## src/egr_sch_macros.svh

```systemverilog
// ----------------------------------------------------------
// egress scheduler arbiter sizing macros
// requester count, weight range, cost range, payload width
// ----------------------------------------------------------

`ifndef EGR_SCH_MACROS_SVH
`define EGR_SCH_MACROS_SVH

// number of requesters competing for the egress slot
`define EGR_SCH_WIDTH 4

// weight range, a weight of up to 99 quanta fits in 7 bits
`define EGR_SCH_TOTAL_QUANTA 100

// cost range for a single request, costs are carried in 8 bits
`define EGR_SCH_MAX_COST 160

// width of the payload that travels with each request
`define EGR_SCH_PAYLOAD 16

`endif

```

## src/egr_sch_pkg.sv

```systemverilog
// ----------------------------------------------------------
// egress scheduler arbiter package
// vector, cost, weight, deficit and payload types
// scheduling mode and control state enums
// ----------------------------------------------------------

`include "egr_sch_macros.svh"

package egr_sch_pkg;

    // one bit per requester, used for requests, eligibility and grants
    typedef logic [`EGR_SCH_WIDTH-1:0] req_vec_t;

    // cost of one request in credits
    typedef logic [$clog2(`EGR_SCH_MAX_COST)-1:0] cost_t;

    // credits added per replenish round, zero disables counting
    typedef logic [$clog2(`EGR_SCH_TOTAL_QUANTA)-1:0] weight_t;

    // one extra bit over a cost so that a leftover balance plus one
    // full weight never wraps
    typedef logic [$clog2(`EGR_SCH_MAX_COST):0] deficit_t;

    typedef logic [`EGR_SCH_PAYLOAD-1:0] payload_t;

    // arbitration mode as stored in the rr bit of the chain
    typedef enum logic {
        sched_prio = 1'b0,
        sched_rr   = 1'b1
    } sched_mode_e;

    // control states of the winner handshake
    typedef enum logic [1:0] {
        st_idle      = 2'd0,
        st_replenish = 2'd1,
        st_offer     = 2'd2
    } ctrl_state_e;

endpackage

```

## src/egr_sch_arb_wrap.sv

```systemverilog
// ----------------------------------------------------------
// egress scheduler arbiter top level
// configuration chain, credit, pick and control blocks
// ----------------------------------------------------------

`timescale 1ns/1ps
`include "egr_sch_macros.svh"

module egr_sch_arb_wrap (
    input  logic                                        clk,
    input  logic                                        arst_n,
    // a request stays up with its cost and payload until its arb_pop
    input  egr_sch_pkg::req_vec_t                       arb,
    input  egr_sch_pkg::cost_t [`EGR_SCH_WIDTH-1:0]     arb_cost,
    input  egr_sch_pkg::payload_t [`EGR_SCH_WIDTH-1:0]  arb_payload,
    output egr_sch_pkg::req_vec_t                       arb_pop,
    // winner side, held until the consumer pops
    output egr_sch_pkg::req_vec_t                       win,
    output egr_sch_pkg::cost_t                          win_cost,
    output egr_sch_pkg::payload_t                       win_payload,
    input  logic                                        pop,
    // serial configuration
    input  logic                                        cfg_shift,
    input  logic                                        cfg_in,
    output logic                                        cfg_out
);

    import egr_sch_pkg::*;

    weight_t [`EGR_SCH_WIDTH-1:0] cfg_weight;
    sched_mode_e                  cfg_mode;
    logic                         cfg_rev;
    logic                         cfg_cost;
    req_vec_t                     eligible;
    logic                         any_eligible;
    req_vec_t                     pick_vec;
    logic                         accept;
    logic                         replenish;

    egr_sch_cfg_chain u_cfg_chain (
        .clk, .arst_n,
        .cfg_shift, .cfg_in, .cfg_out,
        .cfg_weight, .cfg_mode, .cfg_rev, .cfg_cost
    );

    // the registered winner doubles as the grant vector for charging
    egr_sch_credit u_credit (
        .clk, .arst_n,
        .arb, .arb_cost, .cfg_weight, .cfg_cost,
        .accept, .win_vec(win), .replenish,
        .eligible, .any_eligible
    );

    egr_sch_pick u_pick (
        .clk, .arst_n,
        .eligible, .cfg_mode, .cfg_rev,
        .accept, .win_vec(win), .pick_vec
    );

    egr_sch_ctrl u_ctrl (
        .clk, .arst_n,
        .arb, .any_eligible, .pick_vec, .arb_cost, .arb_payload, .pop,
        .win, .win_cost, .win_payload, .arb_pop, .accept, .replenish
    );

endmodule

```

## src/egr_sch_cfg_chain.sv

```systemverilog
// ----------------------------------------------------------
// configuration shift chain of the egress scheduler
// holds the per-requester weights and the rr, rev, cost bits
// ----------------------------------------------------------

`timescale 1ns/1ps
`include "egr_sch_macros.svh"

module egr_sch_cfg_chain (
    input  logic                                          clk,
    input  logic                                          arst_n,
    input  logic                                          cfg_shift,
    input  logic                                          cfg_in,
    output logic                                          cfg_out,
    output egr_sch_pkg::weight_t [`EGR_SCH_WIDTH-1:0]     cfg_weight,
    output egr_sch_pkg::sched_mode_e                      cfg_mode,
    output logic                                          cfg_rev,
    output logic                                          cfg_cost
);

    import egr_sch_pkg::*;

    // four weights plus three mode bits
    localparam int CHAIN_LEN = `EGR_SCH_WIDTH * $bits(weight_t) + 3;

    logic [CHAIN_LEN-1:0] chain;

    // bits enter at the cost end and travel towards weight 3
    always_ff @(posedge clk or negedge arst_n) begin
        if (!arst_n) begin
            chain <= '0;
        end else if (cfg_shift) begin
            chain <= {chain[CHAIN_LEN-2:0], cfg_in};
        end
    end

    // the top bit of weight 3 is the far end of the chain
    assign cfg_out = chain[CHAIN_LEN-1];

    // ----------------------------------------------------------
    // field map, weight 0 sits just above the three mode bits
    // ----------------------------------------------------------
    assign cfg_weight = chain[CHAIN_LEN-1:3];
    assign cfg_mode   = sched_mode_e'(chain[2]);
    assign cfg_rev    = chain[1];
    assign cfg_cost   = chain[0];

endmodule

```

## src/egr_sch_credit.sv

```systemverilog
// ----------------------------------------------------------
// per-requester deficit counters of the egress scheduler
// eligibility, charge on accept and weight replenish
// ----------------------------------------------------------

`timescale 1ns/1ps
`include "egr_sch_macros.svh"

module egr_sch_credit (
    input  logic                                          clk,
    input  logic                                          arst_n,
    input  egr_sch_pkg::req_vec_t                         arb,
    input  egr_sch_pkg::cost_t [`EGR_SCH_WIDTH-1:0]       arb_cost,
    input  egr_sch_pkg::weight_t [`EGR_SCH_WIDTH-1:0]     cfg_weight,
    input  logic                                          cfg_cost,
    input  logic                                          accept,
    input  egr_sch_pkg::req_vec_t                         win_vec,
    input  logic                                          replenish,
    output egr_sch_pkg::req_vec_t                         eligible,
    output logic                                          any_eligible
);

    import egr_sch_pkg::*;

    deficit_t [`EGR_SCH_WIDTH-1:0] deficit;
    deficit_t [`EGR_SCH_WIDTH-1:0] charge;
    req_vec_t                      counting;

    // ----------------------------------------------------------
    // charge and eligibility
    // ----------------------------------------------------------

    // in deficit mode a request costs its own cost, otherwise
    // every grant takes exactly one credit
    always_comb begin
        for (int i = 0; i < `EGR_SCH_WIDTH; i++) begin
            charge[i]   = cfg_cost ? deficit_t'(arb_cost[i]) : deficit_t'(1);
            counting[i] = (cfg_weight[i] != '0);
            // a zero weight means the requester always has enough credit
            eligible[i] = arb[i] && (!counting[i] || (deficit[i] >= charge[i]));
        end
    end

    assign any_eligible = |eligible;

    // ----------------------------------------------------------
    // deficit counters
    // ----------------------------------------------------------

    // the requester still holds its request on the accept edge, so
    // its cost is valid for the charge
    always_ff @(posedge clk or negedge arst_n) begin
        if (!arst_n) begin
            deficit <= '0;
        end else begin
            for (int i = 0; i < `EGR_SCH_WIDTH; i++) begin
                if (!arb[i] || !counting[i]) begin
                    // an idle queue forfeits its balance
                    deficit[i] <= '0;
                end else if (accept && win_vec[i]) begin
                    // the winner was only eligible with deficit >= charge
                    deficit[i] <= deficit[i] - charge[i];
                end else if (replenish) begin
                    deficit[i] <= deficit[i] + deficit_t'(cfg_weight[i]);
                end
            end
        end
    end

endmodule

```

## src/egr_sch_ctrl.sv

```systemverilog
// ----------------------------------------------------------
// control FSM of the egress scheduler
// registers the winner, offers it and handles accept and
// replenish
// ----------------------------------------------------------

`timescale 1ns/1ps
`include "egr_sch_macros.svh"

module egr_sch_ctrl (
    input  logic                                        clk,
    input  logic                                        arst_n,
    input  egr_sch_pkg::req_vec_t                       arb,
    input  logic                                        any_eligible,
    input  egr_sch_pkg::req_vec_t                       pick_vec,
    input  egr_sch_pkg::cost_t [`EGR_SCH_WIDTH-1:0]     arb_cost,
    input  egr_sch_pkg::payload_t [`EGR_SCH_WIDTH-1:0]  arb_payload,
    input  logic                                        pop,
    output egr_sch_pkg::req_vec_t                       win,
    output egr_sch_pkg::cost_t                          win_cost,
    output egr_sch_pkg::payload_t                       win_payload,
    output egr_sch_pkg::req_vec_t                       arb_pop,
    output logic                                        accept,
    output logic                                        replenish
);

    import egr_sch_pkg::*;

    ctrl_state_e state;
    ctrl_state_e state_next;
    cost_t       sel_cost;
    payload_t    sel_payload;
    logic        capture;

    // ----------------------------------------------------------
    // next state
    // ----------------------------------------------------------
    always_comb begin
        state_next = state;
        case (state)
            st_idle: begin
                // pending requests without credit trigger one refill round
                if (any_eligible) begin
                    state_next = st_offer;
                end else if (|arb) begin
                    state_next = st_replenish;
                end
            end
            st_replenish: state_next = st_idle;
            st_offer: begin
                if (pop) begin
                    state_next = st_idle;
                end
            end
            default: state_next = st_idle;
        endcase
    end

    assign capture   = (state == st_idle) && any_eligible;
    assign accept    = (state == st_offer) && pop;
    assign replenish = (state == st_replenish);

    // the winner is only ever offered in st_offer, so gating win
    // with accept gives arb_pop
    assign arb_pop = accept ? win : '0;

    always_ff @(posedge clk or negedge arst_n) begin
        if (!arst_n) begin
            state <= st_idle;
            win   <= '0;
        end else begin
            state <= state_next;
            if (capture) begin
                win <= pick_vec;
            end else if (accept) begin
                win <= '0;
            end
        end
    end

    // ----------------------------------------------------------
    // winner payload, held steady for the whole offer
    // ----------------------------------------------------------
    always_comb begin
        sel_cost    = '0;
        sel_payload = '0;
        for (int i = 0; i < `EGR_SCH_WIDTH; i++) begin
            if (pick_vec[i]) begin
                sel_cost    = arb_cost[i];
                sel_payload = arb_payload[i];
            end
        end
    end

    always_ff @(posedge clk) begin
        if (capture) begin
            win_cost    <= sel_cost;
            win_payload <= sel_payload;
        end
    end

endmodule

```

## src/egr_sch_pick.sv

```systemverilog
// ----------------------------------------------------------
// winner selection of the egress scheduler
// static priority or round robin, with the round-robin pointer
// ----------------------------------------------------------

`timescale 1ns/1ps
`include "egr_sch_macros.svh"

module egr_sch_pick (
    input  logic                     clk,
    input  logic                     arst_n,
    input  egr_sch_pkg::req_vec_t    eligible,
    input  egr_sch_pkg::sched_mode_e cfg_mode,
    input  logic                     cfg_rev,
    input  logic                     accept,
    input  egr_sch_pkg::req_vec_t    win_vec,
    output egr_sch_pkg::req_vec_t    pick_vec
);

    import egr_sch_pkg::*;

    localparam int              IDX_W = $clog2(`EGR_SCH_WIDTH);
    localparam logic [IDX_W-1:0] LAST = IDX_W'(`EGR_SCH_WIDTH - 1);

    // all searching is done in search order, which is the requester
    // index itself or its mirror when cfg_rev is set
    req_vec_t         ord_elig;
    logic [IDX_W-1:0] ptr;
    logic [IDX_W-1:0] base;
    logic [IDX_W-1:0] cand;
    logic [IDX_W-1:0] ord_sel;
    logic [IDX_W-1:0] win_idx;
    logic             found;

    always_comb begin
        for (int i = 0; i < `EGR_SCH_WIDTH; i++) begin
            ord_elig[i] = cfg_rev ? eligible[`EGR_SCH_WIDTH-1-i] : eligible[i];
        end
    end

    // ----------------------------------------------------------
    // search, static priority is a round robin that always
    // starts right after the last position
    // ----------------------------------------------------------
    always_comb begin
        base    = (cfg_mode == sched_rr) ? ptr : LAST;
        found   = 1'b0;
        ord_sel = '0;
        for (int k = 1; k <= `EGR_SCH_WIDTH; k++) begin
            cand = IDX_W'((int'(base) + k) % `EGR_SCH_WIDTH);
            if (!found && ord_elig[cand]) begin
                found   = 1'b1;
                ord_sel = cand;
            end
        end
        pick_vec = '0;
        if (found) begin
            pick_vec[cfg_rev ? LAST - ord_sel : ord_sel] = 1'b1;
        end
    end

    // the pointer remembers the last winner in search order, so after
    // reset the first round-robin winner is 0, or 3 when reversed
    always_comb begin
        win_idx = '0;
        for (int i = 0; i < `EGR_SCH_WIDTH; i++) begin
            if (win_vec[i]) begin
                win_idx = IDX_W'(i);
            end
        end
    end

    always_ff @(posedge clk or negedge arst_n) begin
        if (!arst_n) begin
            ptr <= LAST;
        end else if (accept) begin
            ptr <= cfg_rev ? LAST - win_idx : win_idx;
        end
    end

endmodule

```

## config.mk

```make
export PLATFORM = sky130hd
export DESIGN_NAME = egr_sch_arb_wrap
export DESIGN_NICKNAME = d
export VERILOG_FILES = /design/src/egr_sch_pkg.sv /design/src/egr_sch_arb_wrap.sv /design/src/egr_sch_cfg_chain.sv /design/src/egr_sch_credit.sv /design/src/egr_sch_ctrl.sv /design/src/egr_sch_pick.sv
export VERILOG_INCLUDE_DIRS = /design/src
export SDC_FILE = /design/constraint.sdc
export NUM_CORES = 1
export LEC_CHECK = 0
export BUFFER_PORTS_ARGS = -buffer_cell sky130_fd_sc_hd__buf_2
export CAP_MARGIN = 15
export CORE_AREA = 2 2 122 124
export CTS_BUF_LIST = sky130_fd_sc_hd__clkbuf_2
export DETAILED_ROUTE_END_ITERATION = 10
export DIE_AREA = 0 0 124 126
export PLACE_DENSITY = 0.82
export SYNTH_ARGS = -nofsm -noshare
export SYNTH_HDL_FRONTEND = slang
export SYNTH_HIERARCHICAL = 1
export SYNTH_SLANG_ARGS = --single-unit
```

## constraint.sdc

```tcl
create_clock -name clk -period 6.3 [get_ports clk]
set_input_delay 0.63 -clock clk [delete_from_list [all_inputs] [get_ports clk]]
set_output_delay 0.63 -clock clk [all_outputs]
set_load 0.1 [all_outputs]
```

==> out/results.tsv <==
stage	metric	value	unit
status	run status	finished, final reports clean	
floorplan	full die area	15600	µm²
routing	via density per instance	6.47	
routing	Detailed Route WL	24300	µm
routing	drt wl/cell	20.7	µm
synth	syn avg cell area	9.59	µm²
critical_path	crit path from	u_cfg_chain/chain[0]	
clocking	Clock Pin Slew Worst Setup and Hold Paths	0.29	ns
pwr	VDD IR-drop max	0.354	mV
critical_path	CP Launch Type	register	
global_route	first-pass GRT wire length	38000	µm
placement	DPL Wire Length	18300	µm
clocking	CTS tree	yes	
clocking	Clock Latency Late Sink	0.64	ns
floorplan	Starting Density	58.3	%
clocking	hold_buf cts	0	
floorplan	die height	126	µm
cells_and_area	Post-Layout Cell Count	1177	
floorplan	Die Wd	124	µm
sta	Tcrit/Tclk final	88.6	%
placement	Cells after DPL	1159	
cells_and_area	Finished Cell Area	9260	µm²
sta	Worst Max-Slew Pin Slew	1.10	ns
critical_path	crit path max fanout	23	
pwr	Cell Pwr Density	584	nW/µm²
routing	Post-route DRC	0	
sta	unrepaired setup endpoints after global routing	false	
critical_path	critical path class	reg2reg	
routing	top sig layer	met4	
sta	Hold Vio Cnt, Final	0	
synth	Post-synth top flop	dfrtp_1	
critical_path	Crit path required time	6.72	ns
clocking	Sink Count	99	
synth	Mapped Nets	1043	
synth	synth warn	6	
clocking	CTS Buffer Depth	2	
placement	IO buf count	137	
sta	TNS Setup	0	ns
floorplan	# rows	44	
sta	clk_skew	0.0333	ns
synth	Distinct cells, synth	74	
routing	antenna-violating nets left	0	
sta	# setup viols final	0	
global_route	initial antenna violation count	1	
hold_path	Hold WC Path Type	in2async	
synth	Syn Inst Count	870	
routing	DR iter-0 viols	736	
critical_path	CP Buf/Inv Count	2	
synth	Synth top area share	21.9	%
synth	synthesized flop and latch total	99	
routing	Routed met1 length	10500	µm
global_route	vias in the first global route	7239	
synth	ranking of synthesized cells by area	dfrtp_1 22%, ha_1 9.0%, edfxtp_1 8.6%	
cells_and_area	Layout Nets	1160	
critical_path	reg-to-reg startpoint	u_cfg_chain/chain[0]	
synth	Synth async-reset ratio	75.8	%
sta	min cycle time layout	5.58	ns
critical_path	delay-heaviest family, CP	compound AO/OA/AOI/OAI gates	
floorplan	Core Area	14300	µm²
cells_and_area	Fill cells	1205	
synth	Post-Syn Area	8350	µm²
sta	fmax	179	MHz
global_route	largest net degree at the start of global routing	76	
cells_and_area	share of layout cells above drive strength 1	27.9	%
clocking	post-cts resize count	0	
synth	Yosys top cell by area	dfrtp_1	
routing	routed length on met2	11500	µm
routing	DR vias	7615	
critical_path	crit path max-delay cell type	dfrtp_1	
placement	final weighted congestion in routability-driven placement	0.929	
global_route	grt ovf	0	
critical_path	WP data arrival	6.00	ns
sta	max-slew violation count	0	
critical_path	CP Cell Sequence	buf_4 > nand2_1 > ha_1 > a21oi_1 > nor3b_1 > a21oi_1 > nand3_1 > a21boi_0 > mux2i_1 > mux4_2 > a22o_1 > a31oi_4 > mux2i_1 > inv_2 > o22ai_2 > a21oi_2	
clocking	CTS buffer count	9	
critical_path	CP peak stage delay	0.80	ns
critical_path	critical path endpoint category	register	
synth	register area share after synthesis	31.2	%
clocking	H-tree level count	3	
global_route	global-route usage over all layers	31.4	%
synth	EDFF count, synth	24	
job	Max-Cap Viols	0	
floorplan	I/O Pins	138	
placement	Post-DP Area	9040	µm²
clocking	postcts setup bufs	0	
pwr	LEAKAGE	3.99	nW
routing	drt pass-1 iters	5	
routing	metal3 WL	1350	µm
cells_and_area	area delta synth->final	10.9	%
clocking	clock tree root driver cell	clkbuf_2	
sta	slew margin rel.	26.5	%
## report_power, final
group          leakage (nW)  switching [W]  internal (W)
clock                0.0981       0.000239      0.000209
sequential             1.21       0.000250       0.00102
combinational          2.68        0.00238       0.00130
## cells by family after synthesis
kind of cell	after synthesis	share of synthesized area [%]
fa+ha+maj	68	10.9
flops	99	31.2
buf+inv	70	4.81
mux	53	7.50
compound gates	312	28.9
simple gates	242	14.0
xor+xnor	26	2.73
## cells in the mapped netlist, types with 12 or more instances
cell,number
a21o_1,17
mux2i_1,13
a22oi_2,21
ha_1,60
xnor2_1,20
nor2b_1,14
clkbuf_1,19
o211ai_1,12
o21a_1,14
a21oi_1,56
edfxtp_1,24
nor2_1,60
nand2_1,72
mux2_2,34
nor3_1,20
a211oi_1,46
inv_1,31
dfrtp_1,73
a21oi_2,21
o22ai_2,20
o21ai_0,39
nand3_1,16
## per-layer routing
metal / GRT usage, % / up-vias
met5: 0 / -
met3: 3.85 / 83
met4: 13.9 / 0
met1: 43.4 / 3697
li1: - / 3531
met2: 49.4 / 304
## worst reg2reg max path, stage by stage (launching register included)
cell and delay [ns]:
dfrtp_1 0.80, buf_4 0.28, nand2_1 0.08, ha_1 0.36
a21oi_1 0.11, nor3b_1 0.16, a21oi_1 0.16, nand3_1 0.09
a21boi_0 0.50, mux2i_1 0.34, mux4_2 0.55, a22o_1 0.25
a31oi_4 0.29, mux2i_1 0.59, inv_2 0.46, o22ai_2 0.30
a21oi_2 0.05
## per-stage QoR
stage / hold WS [ns] / util, % / setup slack, ns / total power [W]
floorplan: 0.334 / - / 1.54 / 0.00423
CTS: 0.131 / 64.5 / 0.848 / 0.00530
global placement: 0.522 / 63.2 / 1.11 / 0.00477
finish: 0.122 / 64.7 / 0.721 / 0.00540
detailed placement: 0.532 / 63.2 / 0.842 / 0.00485
global route: 0.149 / 64.7 / 0.346 / 0.00571
## cells in the final DEF (no fill, tap or decap), drive strengths merged, types with 4 or more instances in the layout
cell / count
buf: 144
a21oi: 77
dfrtp: 73
nand2: 72
nor2: 61
ha: 60
a211oi: 46
o21ai: 41
mux2: 37
inv: 32
edfxtp: 24
a22oi: 24
o22ai: 23
nor3: 20
xnor2: 20
a21o: 17
nand3: 16
nor2b: 15
o21a: 14
mux2i: 13
o211ai: 12
nand2b: 12
nor4: 11
and2: 11
clkbuf: 9
o31a: 9
fa: 8
nor3b: 7
nand4: 6
xor2: 6
o21bai: 6
o31ai: 5
a31oi: 5
bufinv: 4
or3: 4
o211a: 4
o2111ai: 4
a32o: 4
## path summary, 6_finish.rpt
| kind | slack (ns) | end | cells after the start |
|---|---|---|---|
| setup / recovery | 0.72 | u_ctrl/win_payload[13] | 16 |
| hold / removal | 0.12 | u_credit/deficit[17] | 1 |
| setup reg to reg | 0.72 | u_ctrl/win_payload[13] | 16 |
| hold reg to reg | 0.57 | u_ctrl/state[1] | 1 |
| max in group asynchronous | 5.53 | u_cfg_chain/chain[30] | 1 |
| min in group clk | 0.17 | u_ctrl/state[1] | 2 |
## area by class of cell
type / count / area (µm²) / area share (%)
Tap cell: 184 / 230 / 2.49
Multi-Input combinational cell: 701 / 5360 / 57.9
Antenna cell: 1 / 2.50 / 0.0270
Timing Repair Buffer: 144 / 761 / 8.22
Sequential cell: 99 / 2600 / 28.1
Clock buffer: 9 / 45.0 / 0.487
Inverter: 32 / 120 / 1.30
Clock inverter: 7 / 140 / 1.51
## sequential cells by signal, summed over array words and instances, names as in the netlist
name	flops
u_credit/deficit	36
u_cfg_chain/chain	31
u_ctrl/win_payload	16
u_ctrl/win_cost	8
u_ctrl/win	4
u_ctrl/state	2
u_pick/ptr	2
(Power assumes the default switching activity.)
